[src/source/i2c_config.svh]
`ifndef I2C_CONFIG_SVH
`define I2C_CONFIG_SVH

// system clock and SCL rate in hertz
`define I2C_SYS_FREQ 100000000
`define I2C_BUS_FREQ 5000000

// clk cycles per quarter of one SCL period
`define I2C_QUARTER_CYCLES (`I2C_SYS_FREQ / `I2C_BUS_FREQ / 4)

// queue depths; command depth is also the initial credit grant
`define I2C_CMD_DEPTH 2
`define I2C_RSP_DEPTH 2

`endif

[src/source/i2c_pkg.sv]
package i2c_pkg;

   typedef logic [6:0] dev_addr_t;
   typedef logic [7:0] reg_addr_t;
   typedef logic [7:0] byte_t;

   // quarter index inside one bit period
   typedef logic [1:0] phase_t;

   // host command word, device address in the low bits
   typedef struct packed {
      byte_t     wdata;
      reg_addr_t reg_addr;
      logic      rd;
      dev_addr_t dev_addr;
   } i2c_cmd_t;

   // one result per command
   typedef struct packed {
      byte_t rdata;
      logic  rd;
      logic  nack;
   } i2c_rsp_t;

   typedef enum logic [3:0] {
      ST_IDLE, ST_START, ST_DEV_W, ST_REG, ST_WDATA,
      ST_RESTART, ST_DEV_R, ST_RDATA, ST_STOP
   } seq_state_t;

endpackage

[src/source/i2c_cmd_queue.sv]
`timescale 1ns/1ps
`include "i2c_config.svh"

module i2c_cmd_queue import i2c_pkg::*;
(
   input  logic     clk,
   input  logic     resetn,
   input  logic     cmd_valid_i,
   input  i2c_cmd_t cmd_i,
   input  logic     pop_i,
   output logic     cmd_credit_o,
   output i2c_cmd_t head_o,
   output logic     head_valid_o
);

   localparam int DEPTH = `I2C_CMD_DEPTH;
   localparam int AW    = (DEPTH > 1) ? $clog2(DEPTH) : 1;
   localparam int CW    = $clog2(DEPTH + 1);

   i2c_cmd_t      mem [DEPTH];
   logic [AW-1:0] wr_ptr;
   logic [AW-1:0] rd_ptr;
   logic [CW-1:0] count;
   logic [CW-1:0] owed;

   always_ff @(posedge clk)
   begin
      if (cmd_valid_i)
         mem[wr_ptr] <= cmd_i;
   end

   always_ff @(posedge clk or negedge resetn)
   begin
      if (!resetn)
      begin
         wr_ptr       <= '0;
         rd_ptr       <= '0;
         count        <= '0;
         // whole queue is owed to the host after reset
         owed         <= CW'(DEPTH);
         cmd_credit_o <= 1'b0;
      end
      else
      begin
         if (cmd_valid_i)
            wr_ptr <= (wr_ptr == AW'(DEPTH - 1)) ? '0 : wr_ptr + 1'b1;
         if (pop_i)
            rd_ptr <= (rd_ptr == AW'(DEPTH - 1)) ? '0 : rd_ptr + 1'b1;
         count <= count + CW'(cmd_valid_i) - CW'(pop_i);
         // one pulse per cycle; a pop with nothing owed goes straight out
         cmd_credit_o <= (owed != '0) || pop_i;
         if ((owed != '0) && !pop_i)
            owed <= owed - 1'b1;
      end
   end

   assign head_o       = mem[rd_ptr];
   assign head_valid_o = (count != '0);

endmodule

[src/source/i2c_phase_gen.sv]
`timescale 1ns/1ps
`include "i2c_config.svh"

module i2c_phase_gen import i2c_pkg::*;
(
   input  logic   clk,
   input  logic   resetn,
   input  logic   run_i,
   output phase_t phase_o,
   output logic   bit_end_o
);

   localparam int QC = `I2C_QUARTER_CYCLES;
   localparam int QW = $clog2(QC + 1);

   logic [QW-1:0] q_cnt;
   logic          q_last;

   // last cycle of the current quarter
   assign q_last = (q_cnt == QW'(QC - 1));

   always_ff @(posedge clk or negedge resetn)
   begin
      if (!resetn)
      begin
         q_cnt   <= '0;
         phase_o <= '0;
      end
      else if (!run_i)
      begin
         // idle bus, next run starts on a fresh bit
         q_cnt   <= '0;
         phase_o <= '0;
      end
      else if (q_last)
      begin
         q_cnt   <= '0;
         phase_o <= phase_o + 1'b1;
      end
      else
         q_cnt <= q_cnt + 1'b1;
   end

   assign bit_end_o = q_last && (phase_o == 2'd3);

endmodule

[src/source/i2c_sequencer.sv]
`timescale 1ns/1ps

module i2c_sequencer import i2c_pkg::*;
(
   input  logic     clk,
   input  logic     resetn,
   input  i2c_cmd_t head_i,
   input  logic     head_valid_i,
   input  logic     rsp_full_i,
   input  phase_t   phase_i,
   input  logic     bit_end_i,
   input  logic     sda_i,
   output logic     pop_o,
   output logic     run_o,
   output logic     push_o,
   output i2c_rsp_t rsp_o,
   output logic     scl_o,
   output logic     sda_o
);

   seq_state_t state;
   seq_state_t byte_next;
   i2c_cmd_t   cmd;
   byte_t      sh;
   byte_t      sh_next;
   logic [3:0] bit_cnt;
   logic       ack_slot;
   logic       smp;
   logic       smp_en;
   logic       tx_bit;
   logic       nack;
   phase_t     phase_q;

   //////////////////////////////////////////////////
   // intake and bit slot decode
   //////////////////////////////////////////////////

   // start only with a result slot guaranteed
   assign pop_o = (state == ST_IDLE) && head_valid_i && !rsp_full_i && !push_o;
   assign run_o = (state != ST_IDLE);

   // ninth slot of a byte
   assign ack_slot = (bit_cnt == 4'd8);
   // first cycle of phase 2
   assign smp_en   = (phase_i == 2'd2) && (phase_q != 2'd2);
   assign sh_next  = {sh[6:0], smp};
   // released for slave ACK and for every read slot
   assign tx_bit   = (state == ST_RDATA || ack_slot) ? 1'b1 : sh[7];

   always_comb
   begin
      case (state)
         ST_DEV_W: byte_next = ST_REG;
         ST_REG:   byte_next = cmd.rd ? ST_RESTART : ST_WDATA;
         ST_DEV_R: byte_next = ST_RDATA;
         default:  byte_next = ST_STOP;
      endcase
   end

   //////////////////////////////////////////////////
   // bus FSM
   //////////////////////////////////////////////////

   always_ff @(posedge clk or negedge resetn)
   begin
      if (!resetn)
      begin
         state   <= ST_IDLE;
         bit_cnt <= '0;
         nack    <= 1'b0;
         push_o  <= 1'b0;
      end
      else
      begin
         push_o <= 1'b0;
         case (state)
            ST_IDLE:
               if (pop_o)
               begin
                  state   <= ST_START;
                  bit_cnt <= '0;
                  nack    <= 1'b0;
               end
            ST_START:
               if (bit_end_i)
                  state <= ST_DEV_W;
            ST_RESTART:
               if (bit_end_i)
                  state <= ST_DEV_R;
            ST_STOP:
               if (bit_end_i)
               begin
                  state  <= ST_IDLE;
                  push_o <= 1'b1;
               end
            default:
               if (bit_end_i)
               begin
                  if (!ack_slot)
                     bit_cnt <= bit_cnt + 1'b1;
                  else
                  begin
                     bit_cnt <= '0;
                     // slave NACK ends the transfer
                     if (smp && state != ST_RDATA)
                     begin
                        nack  <= 1'b1;
                        state <= ST_STOP;
                     end
                     else
                        state <= byte_next;
                  end
               end
         endcase
      end
   end

   // command, shifter and result payload
   always_ff @(posedge clk)
   begin
      if (pop_o)
         cmd <= head_i;
      if (smp_en)
         smp <= sda_i;
      if (bit_end_i)
      begin
         case (state)
            ST_START:   sh <= {cmd.dev_addr, 1'b0};
            ST_RESTART: sh <= {cmd.dev_addr, 1'b1};
            ST_DEV_W:   sh <= ack_slot ? cmd.reg_addr : sh_next;
            ST_REG:     sh <= ack_slot ? cmd.wdata : sh_next;
            ST_STOP:
               rsp_o <= '{rdata: (cmd.rd && !nack) ? sh : '0, rd: cmd.rd, nack: nack};
            default:
               if (!ack_slot)
                  sh <= sh_next;
         endcase
      end
   end

   //////////////////////////////////////////////////
   // SCL and SDA
   //////////////////////////////////////////////////

   always_ff @(posedge clk or negedge resetn)
   begin
      if (!resetn)
      begin
         scl_o   <= 1'b1;
         sda_o   <= 1'b1;
         phase_q <= '0;
      end
      else
      begin
         phase_q <= phase_i;
         case (state)
            ST_IDLE:
            begin
               scl_o <= 1'b1;
               sda_o <= 1'b1;
            end
            // SCL held high, SDA falls halfway
            ST_START:
            begin
               scl_o <= 1'b1;
               sda_o <= ~phase_i[1];
            end
            // SDA set up while SCL low, edge one cycle after SCL rises
            ST_RESTART, ST_STOP:
            begin
               scl_o <= phase_i[1];
               if (phase_i == 2'd1)
                  sda_o <= (state == ST_RESTART);
               else if (phase_i[1] && !smp_en)
                  sda_o <= (state == ST_STOP);
            end
            default:
            begin
               scl_o <= phase_i[1];
               if (phase_i == 2'd1)
                  sda_o <= tx_bit;
            end
         endcase
      end
   end

endmodule

[src/source/i2c_rsp_queue.sv]
`timescale 1ns/1ps
`include "i2c_config.svh"

module i2c_rsp_queue import i2c_pkg::*;
(
   input  logic     clk,
   input  logic     resetn,
   input  logic     push_i,
   input  i2c_rsp_t rsp_i,
   input  logic     rsp_credit_i,
   output logic     full_o,
   output logic     rsp_valid_o,
   output i2c_rsp_t rsp_o
);

   localparam int DEPTH = `I2C_RSP_DEPTH;
   localparam int AW    = (DEPTH > 1) ? $clog2(DEPTH) : 1;
   localparam int CW    = $clog2(DEPTH + 1);

   i2c_rsp_t      mem [DEPTH];
   logic [AW-1:0] wr_ptr;
   logic [AW-1:0] rd_ptr;
   logic [CW-1:0] count;
   logic [7:0]    credits;
   logic          send;

   // entry and credit, counting this cycle's arrivals
   assign send   = (count != '0 || push_i) && (credits != '0 || rsp_credit_i);
   assign full_o = (count == CW'(DEPTH));

   always_ff @(posedge clk)
   begin
      if (push_i)
         mem[wr_ptr] <= rsp_i;
      // empty queue passes the pushed result through
      if (send)
         rsp_o <= (count == '0) ? rsp_i : mem[rd_ptr];
   end

   always_ff @(posedge clk or negedge resetn)
   begin
      if (!resetn)
      begin
         wr_ptr      <= '0;
         rd_ptr      <= '0;
         count       <= '0;
         credits     <= '0;
         rsp_valid_o <= 1'b0;
      end
      else
      begin
         rsp_valid_o <= send;
         if (push_i)
            wr_ptr <= (wr_ptr == AW'(DEPTH - 1)) ? '0 : wr_ptr + 1'b1;
         if (send)
            rd_ptr <= (rd_ptr == AW'(DEPTH - 1)) ? '0 : rd_ptr + 1'b1;
         count   <= count + CW'(push_i) - CW'(send);
         credits <= credits + 8'(rsp_credit_i) - 8'(send);
      end
   end

endmodule

[src/source/i2c_master.sv]
`timescale 1ns/1ps

module i2c_master import i2c_pkg::*;
(
   input  logic     clk,
   input  logic     resetn,
   input  logic     cmd_valid_i,
   input  i2c_cmd_t cmd_i,
   input  logic     rsp_credit_i,
   input  logic     sda_i,
   output logic     cmd_credit_o,
   output logic     rsp_valid_o,
   output i2c_rsp_t rsp_o,
   output logic     scl_o,
   output logic     sda_o
);

   i2c_cmd_t head;
   logic     head_valid;
   logic     pop;
   logic     run;
   phase_t   phase;
   logic     bit_end;
   logic     push;
   i2c_rsp_t seq_rsp;
   logic     rsp_full;

   // host commands in, credits back
   i2c_cmd_queue i_cmd_queue (
      .clk, .resetn, .cmd_valid_i, .cmd_i, .pop_i(pop),
      .cmd_credit_o, .head_o(head), .head_valid_o(head_valid)
   );

   // bit period pacing
   i2c_phase_gen i_phase_gen (
      .clk, .resetn, .run_i(run), .phase_o(phase), .bit_end_o(bit_end)
   );

   i2c_sequencer i_sequencer (
      .clk, .resetn, .head_i(head), .head_valid_i(head_valid), .rsp_full_i(rsp_full),
      .phase_i(phase), .bit_end_i(bit_end), .sda_i, .pop_o(pop), .run_o(run),
      .push_o(push), .rsp_o(seq_rsp), .scl_o, .sda_o
   );

   // results out against host credits
   i2c_rsp_queue i_rsp_queue (
      .clk, .resetn, .push_i(push), .rsp_i(seq_rsp), .rsp_credit_i,
      .full_o(rsp_full), .rsp_valid_o, .rsp_o
   );

endmodule

[config.mk]
export PLATFORM = sky130hd
export DESIGN_NAME = i2c_master
export DESIGN_NICKNAME = d
export VERILOG_FILES = /design/src/source/i2c_pkg.sv /design/src/source/i2c_cmd_queue.sv /design/src/source/i2c_phase_gen.sv /design/src/source/i2c_sequencer.sv /design/src/source/i2c_rsp_queue.sv /design/src/source/i2c_master.sv
export VERILOG_INCLUDE_DIRS = /design/src /design/src/source
export SDC_FILE = /design/constraint.sdc
export NUM_CORES = 1
export LEC_CHECK = 0
export BUFFER_PORTS_ARGS = -buffer_cell sky130_fd_sc_hd__buf_4
export CAP_MARGIN = 5
export CORE_AREA = 5 5 124 126
export DETAILED_ROUTE_END_ITERATION = 10
export DIE_AREA = 0 0 129 131
export PLACE_DENSITY = 0.67
export SYNTH_ARGS = -nofsm -noshare
export SYNTH_HDL_FRONTEND = slang
export SYNTH_HIERARCHICAL = 1
export SYNTH_SLANG_ARGS = --single-unit
[constraint.sdc]
create_clock -name clk -period 6.7 [get_ports clk]
set_input_delay 0 -clock clk [delete_from_list [all_inputs] [get_ports clk]]
set_output_delay 0 -clock clk [all_outputs]
set_load 0.005 [all_outputs]
Word level (Yosys, flattened, before mapping)
Memories as Yosys holds them, arrays and structs flattened. A register that Yosys moved wholly into a read port is not among the register bits.
Cells that the tools add are included.

storage, ports and cells
  memory bits (writable) = 68
  memories = 2
  flip-flop bits (word level) = 68
  bits in read-only memories = 0
  bits in latches = 0

operators by class
  order comparisons = 0
  add/subtract/negate cells = 14
  shift-type cells = 0
  div/mod/pow operators = 0
  reductions and logical operators = 40
  bitwise logic cells = 3
  multiplexer cells = 44
  $mul = 0
  equal/unequal tests = 22

memories
  memory           depth  bits a word  rd ports  clocked after Yosys merged registers in  wr ports  RTL line             source
  i_cmd_queue.mem  2      24           1         1                                        1         i2c_cmd_queue.sv:20  i2c_cmd_t mem [DEPTH];
  i_rsp_queue.mem  2      10           1         0                                        1         i2c_rsp_queue.sv:20  i2c_rsp_t mem [DEPTH];

operators by type and width
  kind                  number
  $mux W4               10
  $pmux W8 S5           1
  $mux W8               3
  $mux W1               20
  $pmux W4 S4           1
  $eq A4 B3 Y1 const B  3
  $ne A2 B2 Y1 const B  6
  $pmux W4 S3           1
  $reduce_bool A2 Y1    6
  $logic_and A1 B1 Y1   10
  $mux W10              1
  $add A8 B1 Y8         1
  $eq A4 B2 Y1 const B  2
  $eq A4 B4 Y1 const B  2
  $pmux W4 S2           1
  $reduce_bool A4 Y1    2
  $reduce_bool A8 Y1    1
  $sub A8 B1 Y8         1
  $eq A2 B2 Y1 const B  3
  $mux W3               2
  $reduce_and A3 Y1     2
  $reduce_and A6 Y1     1
  $logic_not A1 Y1      5
  $ne A5 B5 Y1 const B  1
  other kinds (24)      37

Logic depth before layout (Yosys ltp)
Gate-level depths: netlist (run 1).

  word-level depth = 7
  gate-level depth with buffers = 14
  gate-level depth less buffers = 14

Cells and area by module
Netlist (run 1), hierarchy kept.

by module, submodules not included
  module         area each (um^2)  sequential area each (um^2)  cells each  instances
  i2c_sequencer  2645.0            1644.1                       212         1
  i2c_cmd_queue  2145.8            1617.8                       100         1
  i2c_rsp_queue  1936.9            1226.2                       146         1
  i2c_phase_gen  257.7             125.1                        24          1

Worst setup path before layout (run 1)
No wires, ideal clock.

  path type = reg2reg
  start point = register i_rsp_queue.credits[2]
  end point = register i_rsp_queue.credits[6]
  stages on the path, launching flop included = 15
  arrival = 2452 ps
  buffers on the path = 0
  setup time = 133 ps
  required time = 6567 ps
  setup slack = 4115 ps
  clock period less this slack = 2585 ps
  cell sequence = dfrtp_1 -> inv_1 -> ha_1 -> nor4b_2 -> nand3_1 -> o21a_1 -> xor2_1 -> ha_1 -> inv_1 -> fa_1 -> inv_1 -> a21oi_1 -> nor2_1 -> o21a_1 -> o211ai_1

on the way
  longest elaborated chain between the ends = 4
  elaborated cells on any way between the ends = 5

RTL lines
  element                 RTL line             source
  start, declared         i2c_rsp_queue.sv:24  logic [7:0] credits;
  start signal, assigned  i2c_rsp_queue.sv:58  credits <= credits + 8'(rsp_credit_i) - 8'(send);
  $reduce_bool A8 Y1      i2c_rsp_queue.sv:28  assign send = (count != '0 || push_i) && (credits != '0 || rsp_credit_i);
  $logic_or A1 B1 Y1      i2c_rsp_queue.sv:28
  $logic_and A1 B1 Y1     i2c_rsp_queue.sv:28
  via i_rsp_queue.send    i2c_rsp_queue.sv:25  logic send;
  $sub A8 B1 Y8           i2c_rsp_queue.sv:58

The timed path passes the listed nets, and every way through them passes these cells.
A chain may end at the register's enable or synchronous reset.

Worst setup path in the final report (run 1)
  start point = register i_sequencer.state[0]
  end point = register i_cmd_queue.count[1]

on the way
  longest elaborated chain between the ends = 5

RTL lines
  element                            RTL line              source
  start, declared                    i2c_sequencer.sv:21   seq_state_t state;
  start signal, assigned             i2c_sequencer.sv:111  state <= byte_next;
  $logic_not A4 Y1                   i2c_sequencer.sv:39   assign pop_o = (state == ST_IDLE) && head_valid_i && !rsp_full_i && !push_o;
  $logic_and A1 B1 Y1 (3 in series)  i2c_sequencer.sv:39
  via pop                            i2c_master.sv:20      logic pop;
  $sub A2 B1 Y2                      i2c_cmd_queue.sv:49   count <= count + CW'(cmd_valid_i) - CW'(pop_i);
  end signal, assigned               i2c_cmd_queue.sv:49
  end, declared                      i2c_cmd_queue.sv:23   logic [CW-1:0] count;

The timed path passes the listed nets, and every way through them passes these cells.

==> impl_metrics.yaml, run 1 <==
worst_setup_path:
  cp_slowest_cell: "inv_1"
  worstPathArrival_ns: 3.41
  startpoint: "i_sequencer/state[0]"
  cp-start-kind: "flip-flop"
  cp-end-kind: "flip-flop"
  crit_type: "flip-flop to flip-flop"
  cpPeakStageDelay_ns: 0.76
  r2r_start: "i_sequencer/state[0]"
  path_cells: "nor4_4 -> nand2_1 -> inv_1 -> ha_1 -> inv_1 -> ha_1 -> xnor2_1 -> xnor2_1"
  path_max_fanout: 28
  cp.required_ns: 7.04
floorplan:
  dieWidth_um: 129
  rows: 44
  dieHeight_um: 131
  die-area_um2: 16900
  ios: 43
  initial_core_util_pct: 49.18
  coreArea_um2: 14200
sta:
  setup_viol: 0
  post-route-min-period_ns: 3.070
  slew_viol_final: 0
  maxSlewHeadroom_pct: 21.50
  finalClockSkew_ns: 0.01124
  fin_tns_setup_ns: 0
  worstMarginPinSlew_ns: 1.177
  rsz0062_at_grt: "no"
  timing.fmax_mhz: 325.7
  whs_ns: 0.09489
  hold_violations: 0
  finalCritPeriodShare_pct: 45.82
detailed_routing:
  wirelength_um: 11230
  firstDrtPassIters: 4
  postRouteAntennaNets: 0
  wire_per_inst_um: 14.89
  drc_errors: 0
  viasPerCell: 5.215
  vias: 3932
  drtIter0Drc: 260
yosys:
  syn-instance-count: 482
  synthArstFlopShare_pct: 24.38
  synth_warnings: 6
  synthTopCellsByCount: "edfxtp_1 (121), dfrtp_1 (36), a21oi_1 (33), inv_1 (26), nor2_1 (21)"
  avgSynthCellArea_um2: 14.49
  seq_area_frac_synth_pct: 66.04
  ys_ff_latch: 160
  synth_nets: 531
  netlist_area_um2: 6985
  synth_top_area_share_pct: 52.02
  synth.distinct_cells: 58
  synth_top_area_cell: "edfxtp_1"
  synth_most_common_cell: "edfxtp_1"
  synth_flop_cell: "edfxtp_1"
  synth_edf_count: 121
  synth_area_leaders: "edfxtp_1 (52%), dfrtp_1 (13%), mux2_4 (4.1%), ha_1 (3.4%), a21oi_1 (2.4%)"
global_route:
  grt_pass1_wl_um: 19240
  grt.total_usage_pct: 14.71
  antenna_found_initial: 0
  grt-ovfl-total: 0
  grt_max_degree: 40
  grt_pass1_vias: 3946
power:
  p_per_area_nw_per_um2: 399.9
  peakVddDrop_v: 0.0002454
  p_leak_nw: 3.205
clocking:
  htree_levels: 4
  cts-buffers-inserted: 17
  numClockSinks: 160
  cts_resized: 0
  ctsRootBufferMaster: "clkbuf_16"
  clk_path_buf_depth: 2
  clk_latency_ns: 0.42
  cts_tree: "built"
  clk_pin_slew_ns: 0.06
final_layout:
  num-fill-cells: 1084
  final_net_count: 606
  diodes: 0
  syn_to_final_growth_pct: 18.91
  final_layout_size_suffix_gt1_share_pct: 21.75
min_path:
  hold_path_class: "primary input to async pin"
place:
  dp_hpwl_um: 7262
  gp_congestion: 0.8888
  io_buffer_count: 42
status:
  status: "completed"
flow_run:
  max_cap_violations: 0
## worst paths after layout
| check | to | slack (ns) | depth (start not counted) |
|---|---|---|---|
| min in group clk | i_cmd_queue/mem[1][20] | 0.30 | 2 |
| worst min-delay path | i_rsp_queue/credits[3] | 0.09 | 2 |
| max in group asynchronous | i_cmd_queue/owed[1] | 6.24 | 2 |
| worst max register to register | i_cmd_queue/count[1] | 3.63 | 8 |
| worst max-delay path | i_cmd_queue/count[1] | 3.63 | 8 |
| worst min register to register | i_rsp_queue/mem[0][2] | 0.47 | 0 |
## metrics by stage
stage / instance area, µm² / utilization [%] / setup WS [ns] / power (mW) / instances
after detailed placement: 7433 / 52.33 / 3.530 / 2.372 / 694
final: 8307 / 58.48 / 3.630 / 3.322 / 754
after global routing: 8307 / 58.48 / 3.282 / 3.537 / 754
after CTS: 8307 / 58.48 / 3.514 / 3.355 / 754
after floorplan: 6985 / - / 4.115 / 2.191 / 482
after global placement: 7433 / 52.33 / 3.679 / 2.332 / 694
## final cells by class
cell class | count | area, µm² | area share (%)
inverters | 27 | 101.3 | 1.220
clock inverters | 14 | 163.9 | 1.973
well taps | 184 | 230.2 | 2.772
flip-flops and latches | 160 | 4613 | 55.54
multi-input cells | 279 | 2158 | 25.98
clock buffers | 18 | 429.2 | 5.166
repair buffers | 72 | 610.6 | 7.351
## layer usage
layer | share of wire (%) | up-vias | global-route usage [%]
met3 | 4.7 | 14 | 4.837
li1 | - | 1940 | -
met2 | 50 | 87 | 24.27
met5 | 0 | - | 0
met1 | 44 | 1891 | 18.35
met4 | 1.5 | 0 | 5.127
## critical path: cells and delay by family, from the launching register on
| kind | cells | cell delay (ns) |
|---|---|---|
| fa+ha+maj | 2 | 0.51 |
| xor+xnor | 2 | 0.27 |
| flops | 1 | 0.68 |
| buf+inv | 2 | 0.82 |
| simple gates | 2 | 0.68 |
## timing repair
| item | in CTS | in global routing |
|---|---|---|
| hold buffers | 28 | 0 |
| endpoints found under the hold margin | 91 | 0 |
| buffers inserted | 0 | 0 |
## registers in the layout (all words and copies together) (netlist names), 2 cells and up
register and flops:
i_cmd_queue/mem 48, i_sequencer/cmd 24, i_rsp_queue/mem 20, i_rsp_queue/rsp_o 10
i_sequencer/rsp_o 10, i_rsp_queue/credits 8, i_sequencer/sh 8, i_sequencer/bit_cnt 4
i_sequencer/state 4, i_phase_gen/q_cnt 3, i_cmd_queue/count 2, i_cmd_queue/owed 2
i_phase_gen/phase_o 2, i_rsp_queue/count 2, i_sequencer/phase_q 2
## placed cells by master, fill, tap and decap left out, types with 7 or more instances in the layout
cell type	count
o21ai_0	19
ha_1	19
nand2_1	15
nand2b_1	9
a21oi_1	33
xnor2_1	7
dfrtp_1	36
buf_4	44
clkbuf_16	17
mux2_4	19
nor2_1	21
dlygate4sd3_1	28
mux2i_1	16
mux2_2	11
nor2b_1	9
edfxtp_1	121
and2_1	11
inv_1	26
## cell families (layout without fill, tap and decap cells)
| group | count (synthesis) | count (layout) | share of synthesized area, % |
|---|---|---|---|
| buf+inv | 43 | 131 | 3.099 |
| fa+ha+maj | 20 | 20 | 3.690 |
| xor+xnor | 13 | 13 | 1.630 |
| compound gates | 90 | 90 | 8.168 |
| flops | 160 | 160 | 66.04 |
| mux | 46 | 46 | 8.150 |
| simple gates | 110 | 110 | 9.224 |
## power breakdown
part / switching (mW) / internal [mW] / leakage (nW)
Sequential: 0.135 / 1.29 / 1.60
Clock: 0.375 / 0.584 / 0.279
Combinational: 0.484 / 0.452 / 1.33
Total: 0.994 / 2.33 / 3.21
(Power assumes the default switching activity.)
==> run 2, diff against run 1 <==
--- a/config.mk
+++ b/config.mk
@@ -11,7 +11,7 @@
 export CORE_AREA = 5 5 124 126
 export DETAILED_ROUTE_END_ITERATION = 10
 export DIE_AREA = 0 0 129 131
-export PLACE_DENSITY = 0.67
+export PLACE_DENSITY = 0.7
 export SYNTH_ARGS = -nofsm -noshare
 export SYNTH_HDL_FRONTEND = slang
 export SYNTH_HIERARCHICAL = 1
==> constraint.sdc (replaced) <==
create_clock -name clk -period 2.48 [get_ports clk]
set_input_delay 0 -clock clk [delete_from_list [all_inputs] [get_ports clk]]
set_output_delay 0 -clock clk [all_outputs]
set_load 0.005 [all_outputs]
==> run 2 against run 1 <==
The flow now finishes with violations (negative setup slack); maximum frequency grew 24%; die area is the same; cell area grew 2.8%; clock power grew to 2.7 times the previous value; largest cell class unchanged.
==> impl_metrics.yaml, run 2 (synthesis gave the netlist of run 1 again) <==
final_layout:
  final_layout_size_suffix_gt1_share_pct: 27.73
  final_net_count: 631
  syn_to_final_growth_pct: 22.23
  final_common_cell: "edfxtp_1"
  diodes: 0
  fin_util_pct: 60.11
  mostFrequentLayoutCells: "edfxtp_1 (121), buf_4 (69), dfrtp_1 (36)"
  largest_register_ffs: 48
  reg.largest.list: "i_cmd_queue/mem x48, i_sequencer/cmd x24, i_rsp_queue/mem x20"
  regMostFlops: "i_cmd_queue/mem"
worst_setup_path:
  critPathBufInv: 4
  path_cells: "inv_2 -> ha_4 -> nor4b_4 -> nand3_1 -> o21a_2 -> xor2_1 -> ha_2 -> inv_2 -> fa_2 -> inv_2 -> a21oi_2 -> nor2_2 -> buf_4 -> o211ai_1 -> o211ai_1"
  cpPeakStageDelay_ns: 0.39
  cp_slowest_cell: "dfrtp_1"
  crit_type: "flip-flop to flip-flop"
  cp.required_ns: 2.81
  cp_common_cell: "inv_2"
  cp-end-kind: "flip-flop"
  worstPathArrival_ns: 2.81
  path_max_fanout: 2
  critPathTopFamily: "adder cells"
  cp-start-kind: "flip-flop"
sta:
  fin_tns_setup_ns: -0.001431
  hold_violations: 0
  setup_ws_ns: -0.001431
  rsz0062_at_grt: "yes"
  post-route-min-period_ns: 2.481
  setup_viol: 1
  finalCritPeriodShare_pct: 100.1
  whs_ns: 0.08391
  slew_viol_final: 0
  maxSlewHeadroom_pct: 57.02
  finalClockSkew_ns: 0.01062
  worstMarginPinSlew_ns: 0.6433
  timing.fmax_mhz: 403.0
global_route:
  grt_pass1_wl_um: 20260
  grt-ovfl-total: 0
  grt.total_usage_pct: 15.29
  grt_max_degree: 40
  antenna_found_initial: 0
  grt_pass1_vias: 4173
detailed_routing:
  wirelength_um: 11910
  drc_errors: 0
  drtIter0Drc: 348
  firstDrtPassIters: 5
  postRouteAntennaNets: 0
  vias: 4048
  viasPerCell: 5.196
  wire_per_inst_um: 15.28
place:
  io_buffer_count: 42
  dp_hpwl_um: 7728
  gp_congestion: 0.8779
power:
  fin_total_pwr_mw: 9.288
  p_leak_nw: 3.341
  p_per_area_nw_per_um2: 1088
  peakVddDrop_v: 0.0007114
clocking:
  numClockSinks: 160
  clk_path_buf_depth: 2
  cts_tree: "built"
  ctsRootBufferMaster: "clkbuf_16"
  htree_levels: 4
  clk_pin_slew_ns: 0.06
  cts-buffers-inserted: 17
  clk_latency_ns: 0.43
floorplan:
  ios: 43
  rows: 44
  die-area_um2: 16900
  initial_core_util_pct: 49.18
  coreArea_um2: 14200
  dieWidth_um: 129
  dieHeight_um: 131
status:
  violations: "negative setup slack"
  status: "finished with violations"
min_path:
  hold_path_class: "primary input to async pin"
flow_run:
  max_cap_violations: 0
==> run 2: changes by cell type in the layout (fill, tap and decap cells not counted), sizes merged <==
cell / change
buf: +25
bufinv: -2
clkbuf: -1
clkinv: -3
clkinvlp: -1
inv: +7
==> run 2: what timing repair did <==
action / 4_1_cts / 5_1_grt
pin swaps: 6 / 4
endpoints found under the hold margin: 91 / 0
buffers inserted: 5 / 5
gates resized for setup: 4 / 9
hold buffers: 28 / 0
endpoints found under the setup margin: 3 / 4
==> run 2: power breakdown <==
group	internal, mW	total [mW]	switching, mW
sequential	3.48	3.77	0.289
combinational	1.43	2.95	1.52
clock	1.43	2.57	1.13
total	6.35	9.29	2.94
==> run 2: routing by layer <==
layer	part of all wire [%]	vias up	GRT usage (%)	wire length, µm
met5	0	-	0	0
met4	1.3	0	4.818	149
met3	5.0	13	4.431	599
met2	51	97	26.25	6070
met1	43	1939	18.77	5086
li1	-	1999	-	-
==> run 2: final timing paths <==
check / startpoint / endpoint / slack [ns] / cells past startpoint
min in group clk: cmd_i[17] / i_cmd_queue/mem[1][17] / 0.29 / 2
max in group asynchronous: resetn / i_cmd_queue/owed[1] / 2.02 / 2
worst min-delay path: resetn / i_rsp_queue/credits[2] / 0.08 / 2
worst max-delay path: i_rsp_queue/credits[2] / i_rsp_queue/credits[6] / -0.001 / 15
worst min register to register: i_cmd_queue/owed[1] / i_cmd_queue/owed[1] / 0.49 / 2
worst max register to register: i_rsp_queue/credits[2] / i_rsp_queue/credits[6] / -0.001 / 15
==> run 2: cell type report <==
type                    count  area (µm²)
well taps                 184       230.2
fillers                  1041        5665
flip-flops and latches    160        4613
multi-input cells         279        2203
inverters                  27       101.3
clock buffers              17       425.4
clock inverters            15       166.4
repair buffers             97       798.3
==> run 2: stage by stage <==
stage               cells  setup WS, ns  area, µm²
finish                779     -0.001431       8538
global route          779       -0.1868       8538
CTS                   774     -0.006281       8474
detailed placement    709       -0.1360       7547
global placement      709      -0.01972       7547
floorplan             482       0.02429       6987
==> run 2: worst reg2reg max path, cell delays in order, from the launching register on <==
cell      delay (ns)
dfrtp_1         0.39
inv_2           0.08
ha_4            0.12
nor4b_4         0.20
nand3_1         0.14
o21a_2          0.15
xor2_1          0.13
ha_2            0.20
inv_2           0.05
fa_2            0.39
inv_2           0.07
a21oi_2         0.06
nor2_2          0.10
buf_4           0.12
o211ai_1        0.07
o211ai_1        0.11
==> run 3, diff against run 2 <==
--- a/config.mk
+++ b/config.mk
@@ -6,12 +6,13 @@
 export SDC_FILE = /design/constraint.sdc
 export NUM_CORES = 1
 export LEC_CHECK = 0
+export ABC_AREA = 1
 export BUFFER_PORTS_ARGS = -buffer_cell sky130_fd_sc_hd__buf_4
 export CAP_MARGIN = 5
 export CORE_AREA = 5 5 124 126
 export DETAILED_ROUTE_END_ITERATION = 10
 export DIE_AREA = 0 0 129 131
-export PLACE_DENSITY = 0.7
+export PLACE_DENSITY = 0.68
 export SYNTH_ARGS = -nofsm -noshare
 export SYNTH_HDL_FRONTEND = slang
 export SYNTH_HIERARCHICAL = 1
==> constraint.sdc (replaced) <==
create_clock -name clk -period 2.6 [get_ports clk]
set_input_delay 0 -clock clk [delete_from_list [all_inputs] [get_ports clk]]
set_output_delay 0 -clock clk [all_outputs]
set_load 0.005 [all_outputs]
==> run 3 against run 2 <==
Critical endpoint unchanged; sequential power grew 6.9%; cell count increased by 21%; sequential share of layout area up 1.1 points; sequential cell count stayed put; highest routed layer unchanged; die area is the same; clock power down 14%; non-clock buffer count decreased by 22; via count up 12%; the run now ends clean; worst hold slack improved by 0.013 ns; clock-buffer cell count stayed put; clock skew down 0.0039 ns.
==> impl_metrics.yaml, run 3 <==
status:
  status: "completed"
yosys:
  synthTopCellsByCount: "nand2_1 (207), edfxtp_1 (121), inv_1 (100), nor2_1 (48), dfrtp_1 (36)"
  synth.distinct_cells: 34
  avgSynthCellArea_um2: 10.59
  netlist_area_um2: 7053
  ys_ff_latch: 160
  synthArstFlopShare_pct: 24.38
  synth_flop_cell: "edfxtp_1"
  synth_nets: 715
  synth_top_area_cell: "edfxtp_1"
  synth_area_leaders: "edfxtp_1 (52%), dfrtp_1 (13%), nand2_1 (11%), inv_1 (5.3%), ha_1 (3.4%)"
  syn-instance-count: 666
  synth_warnings: 6
  seq_area_frac_synth_pct: 65.41
  synth_top_area_share_pct: 51.52
  synth_most_common_cell: "nand2_1"
  synth_edf_count: 121
power:
  peakVddDrop_v: 0.0005652
  p_leak_nw: 3.690
  p_per_area_nw_per_um2: 1144
  fin_total_pwr_mw: 9.560
final_layout:
  final_common_cell: "nand2_1"
  diodes: 0
  multi_input_area_um2: 1958
  regMostFlops: "i_cmd_queue/mem"
  mostFrequentLayoutCells: "nand2_1 (207), edfxtp_1 (121), inv_1 (100)"
  syn_to_final_growth_pct: 18.54
  reg.largest.list: "i_cmd_queue/mem x48, i_sequencer/cmd x24, i_rsp_queue/mem x20"
  largest_register_ffs: 48
  num-fill-cells: 1173
  regArea_um2: 4613
  final_net_count: 797
  final_layout_size_suffix_gt1_share_pct: 14.34
global_route:
  grt_max_degree: 50
  grt-ovfl-total: 0
  grt_pass1_vias: 4549
  antenna_found_initial: 0
  grt.total_usage_pct: 15.69
  grt_pass1_wl_um: 20740
sta:
  timing.fmax_mhz: 422.5
  fin_tns_setup_ns: 0
  finalClockSkew_ns: 0.006685
  finalCritPeriodShare_pct: 91.03
  post-route-min-period_ns: 2.367
  rsz0062_at_grt: "no"
  setup_viol: 0
  hold_violations: 0
  slew_viol_final: 0
  maxSlewHeadroom_pct: 36.91
  worstMarginPinSlew_ns: 0.9429
detailed_routing:
  wire_per_inst_um: 12.77
  firstDrtPassIters: 4
  vias: 4515
  wirelength_um: 12060
  postRouteAntennaNets: 0
  drc_errors: 0
  drtIter0Drc: 235
  viasPerCell: 4.783
floorplan:
  coreArea_um2: 14200
  rows: 44
  dieWidth_um: 129
  ios: 43
  initial_core_util_pct: 49.66
  die-area_um2: 16900
  dieHeight_um: 131
min_path:
  hold_path_class: "primary input to async pin"
worst_setup_path:
  path_max_fanout: 13
  r2r_start: "i_rsp_queue/credits[4]"
  r2r_cells: 15
  worstPathArrival_ns: 2.67
  cp-start-kind: "flip-flop"
  startpoint: "i_rsp_queue/credits[4]"
  crit_type: "flip-flop to flip-flop"
  cp.required_ns: 2.90
  cp-end-kind: "flip-flop"
  crit_end: "i_rsp_queue/credits[6]"
  reg2reg_slack_ns: 0.23
  timing.rr.end: "i_rsp_queue/credits[6]"
place:
  dp_hpwl_um: 8269
  gp_congestion: 0.8927
  io_buffer_count: 42
clocking:
  cts_setup_buffers: 0
  cts_tree: "built"
  numClockSinks: 160
  ctsRootBufferMaster: "clkbuf_16"
  clk_pin_slew_ns: 0.06
  clk_latency_ns: 0.42
  htree_levels: 4
  clk_path_buf_depth: 2
  cts-buffers-inserted: 17
flow_run:
  max_cap_violations: 0
## run 3: changes by cell type in the layout (fill, tap and decap cells not counted), sizes merged, moves of 10 or more
| cell | delta |
|---|---|
| nor2b | -10 |
| nand3 | +18 |
| o21ai | +13 |
| nor2 | +33 |
| a21oi | -29 |
| nand2 | +200 |
| inv | +70 |
| and2 | -11 |
| mux2 | -30 |
| buf | -22 |
| mux2i | -16 |
## run 3: metrics by stage
stage / setup slack, ns / instances / instance area (µm²) / util (%) / hold slack [ns]
after floorplan: 0.1898 / 666 / 7056 / - / -0.2956
after global placement: 0.2757 / 885 / 7552 / 53.17 / 0.008475
after detailed placement: 0.1647 / 885 / 7552 / 53.17 / 0.01435
after CTS: 0.1409 / 944 / 8358 / 58.84 / 0.09992
after global routing: 0.005729 / 944 / 8361 / 58.86 / 0.1499
final: 0.2332 / 944 / 8361 / 58.86 / 0.09718
## run 3: cell type report
| type | instances | area share, % |
|---|---|---|
| flip-flops and latches | 160 | 55.18 |
| multi-input cells | 388 | 23.42 |
| repair buffers | 75 | 7.573 |
| clock buffers | 17 | 5.088 |
| inverters | 106 | 4.789 |
| well taps | 184 | 2.754 |
| clock inverters | 14 | 1.197 |
## run 3: cells by family after synthesis
family / count (synthesis) / synth area share (%)
simple gates: 305 / 17.92
flops: 160 / 65.41
buf+inv: 118 / 6.901
compound gates: 54 / 5.003
fa+ha+maj: 20 / 3.654
xor+xnor: 9 / 1.118
## run 3: metal layers
layer	wire (µm)	GRT usage, %	up-vias
li1	-	-	2324
met1	5252	19.07	2095
met2	6179	27.07	81
met3	443	3.537	15
met4	180	6.671	0
met5	0	0	-
## run 3: critical path, stage by stage, from the launching register on
cell	delay, ns
dfrtp_1	0.35
inv_1	0.06
ha_1	0.20
nand2_1	0.06
nand3b_1	0.18
nand2_2	0.11
inv_4	0.15
nand2_2	0.08
nand2_1	0.07
ha_1	0.18
inv_1	0.06
fa_1	0.40
inv_1	0.09
nand3_1	0.10
nand4_1	0.09
nand2_1	0.06
## run 3: report_power, final
group          internal, mW  switching, mW  leakage (nW)
Combinational          1.19           2.12          1.82
Clock                  1.29          0.933         0.255
Sequential             3.69          0.344          1.61
## run 3: worst min path at each step
stage               startpoint                       end  depth (start not counted)
floorplan               resetn  i_cmd_queue/cmd_credit_o                          0
global placement        resetn    i_rsp_queue/credits[5]                          1
detailed placement      resetn    i_rsp_queue/credits[5]                          1
CTS                     resetn    i_rsp_queue/credits[4]                          2
global route            resetn    i_rsp_queue/credits[4]                          2
finish                  resetn    i_rsp_queue/credits[4]                          2
## run 3: what timing repair did
action                                 in CTS  in global routing
endpoints found under the hold margin      91                  0
hold buffers                               28                  0
gates resized for setup                     0                  2
setup endpoints to repair                   0                  2
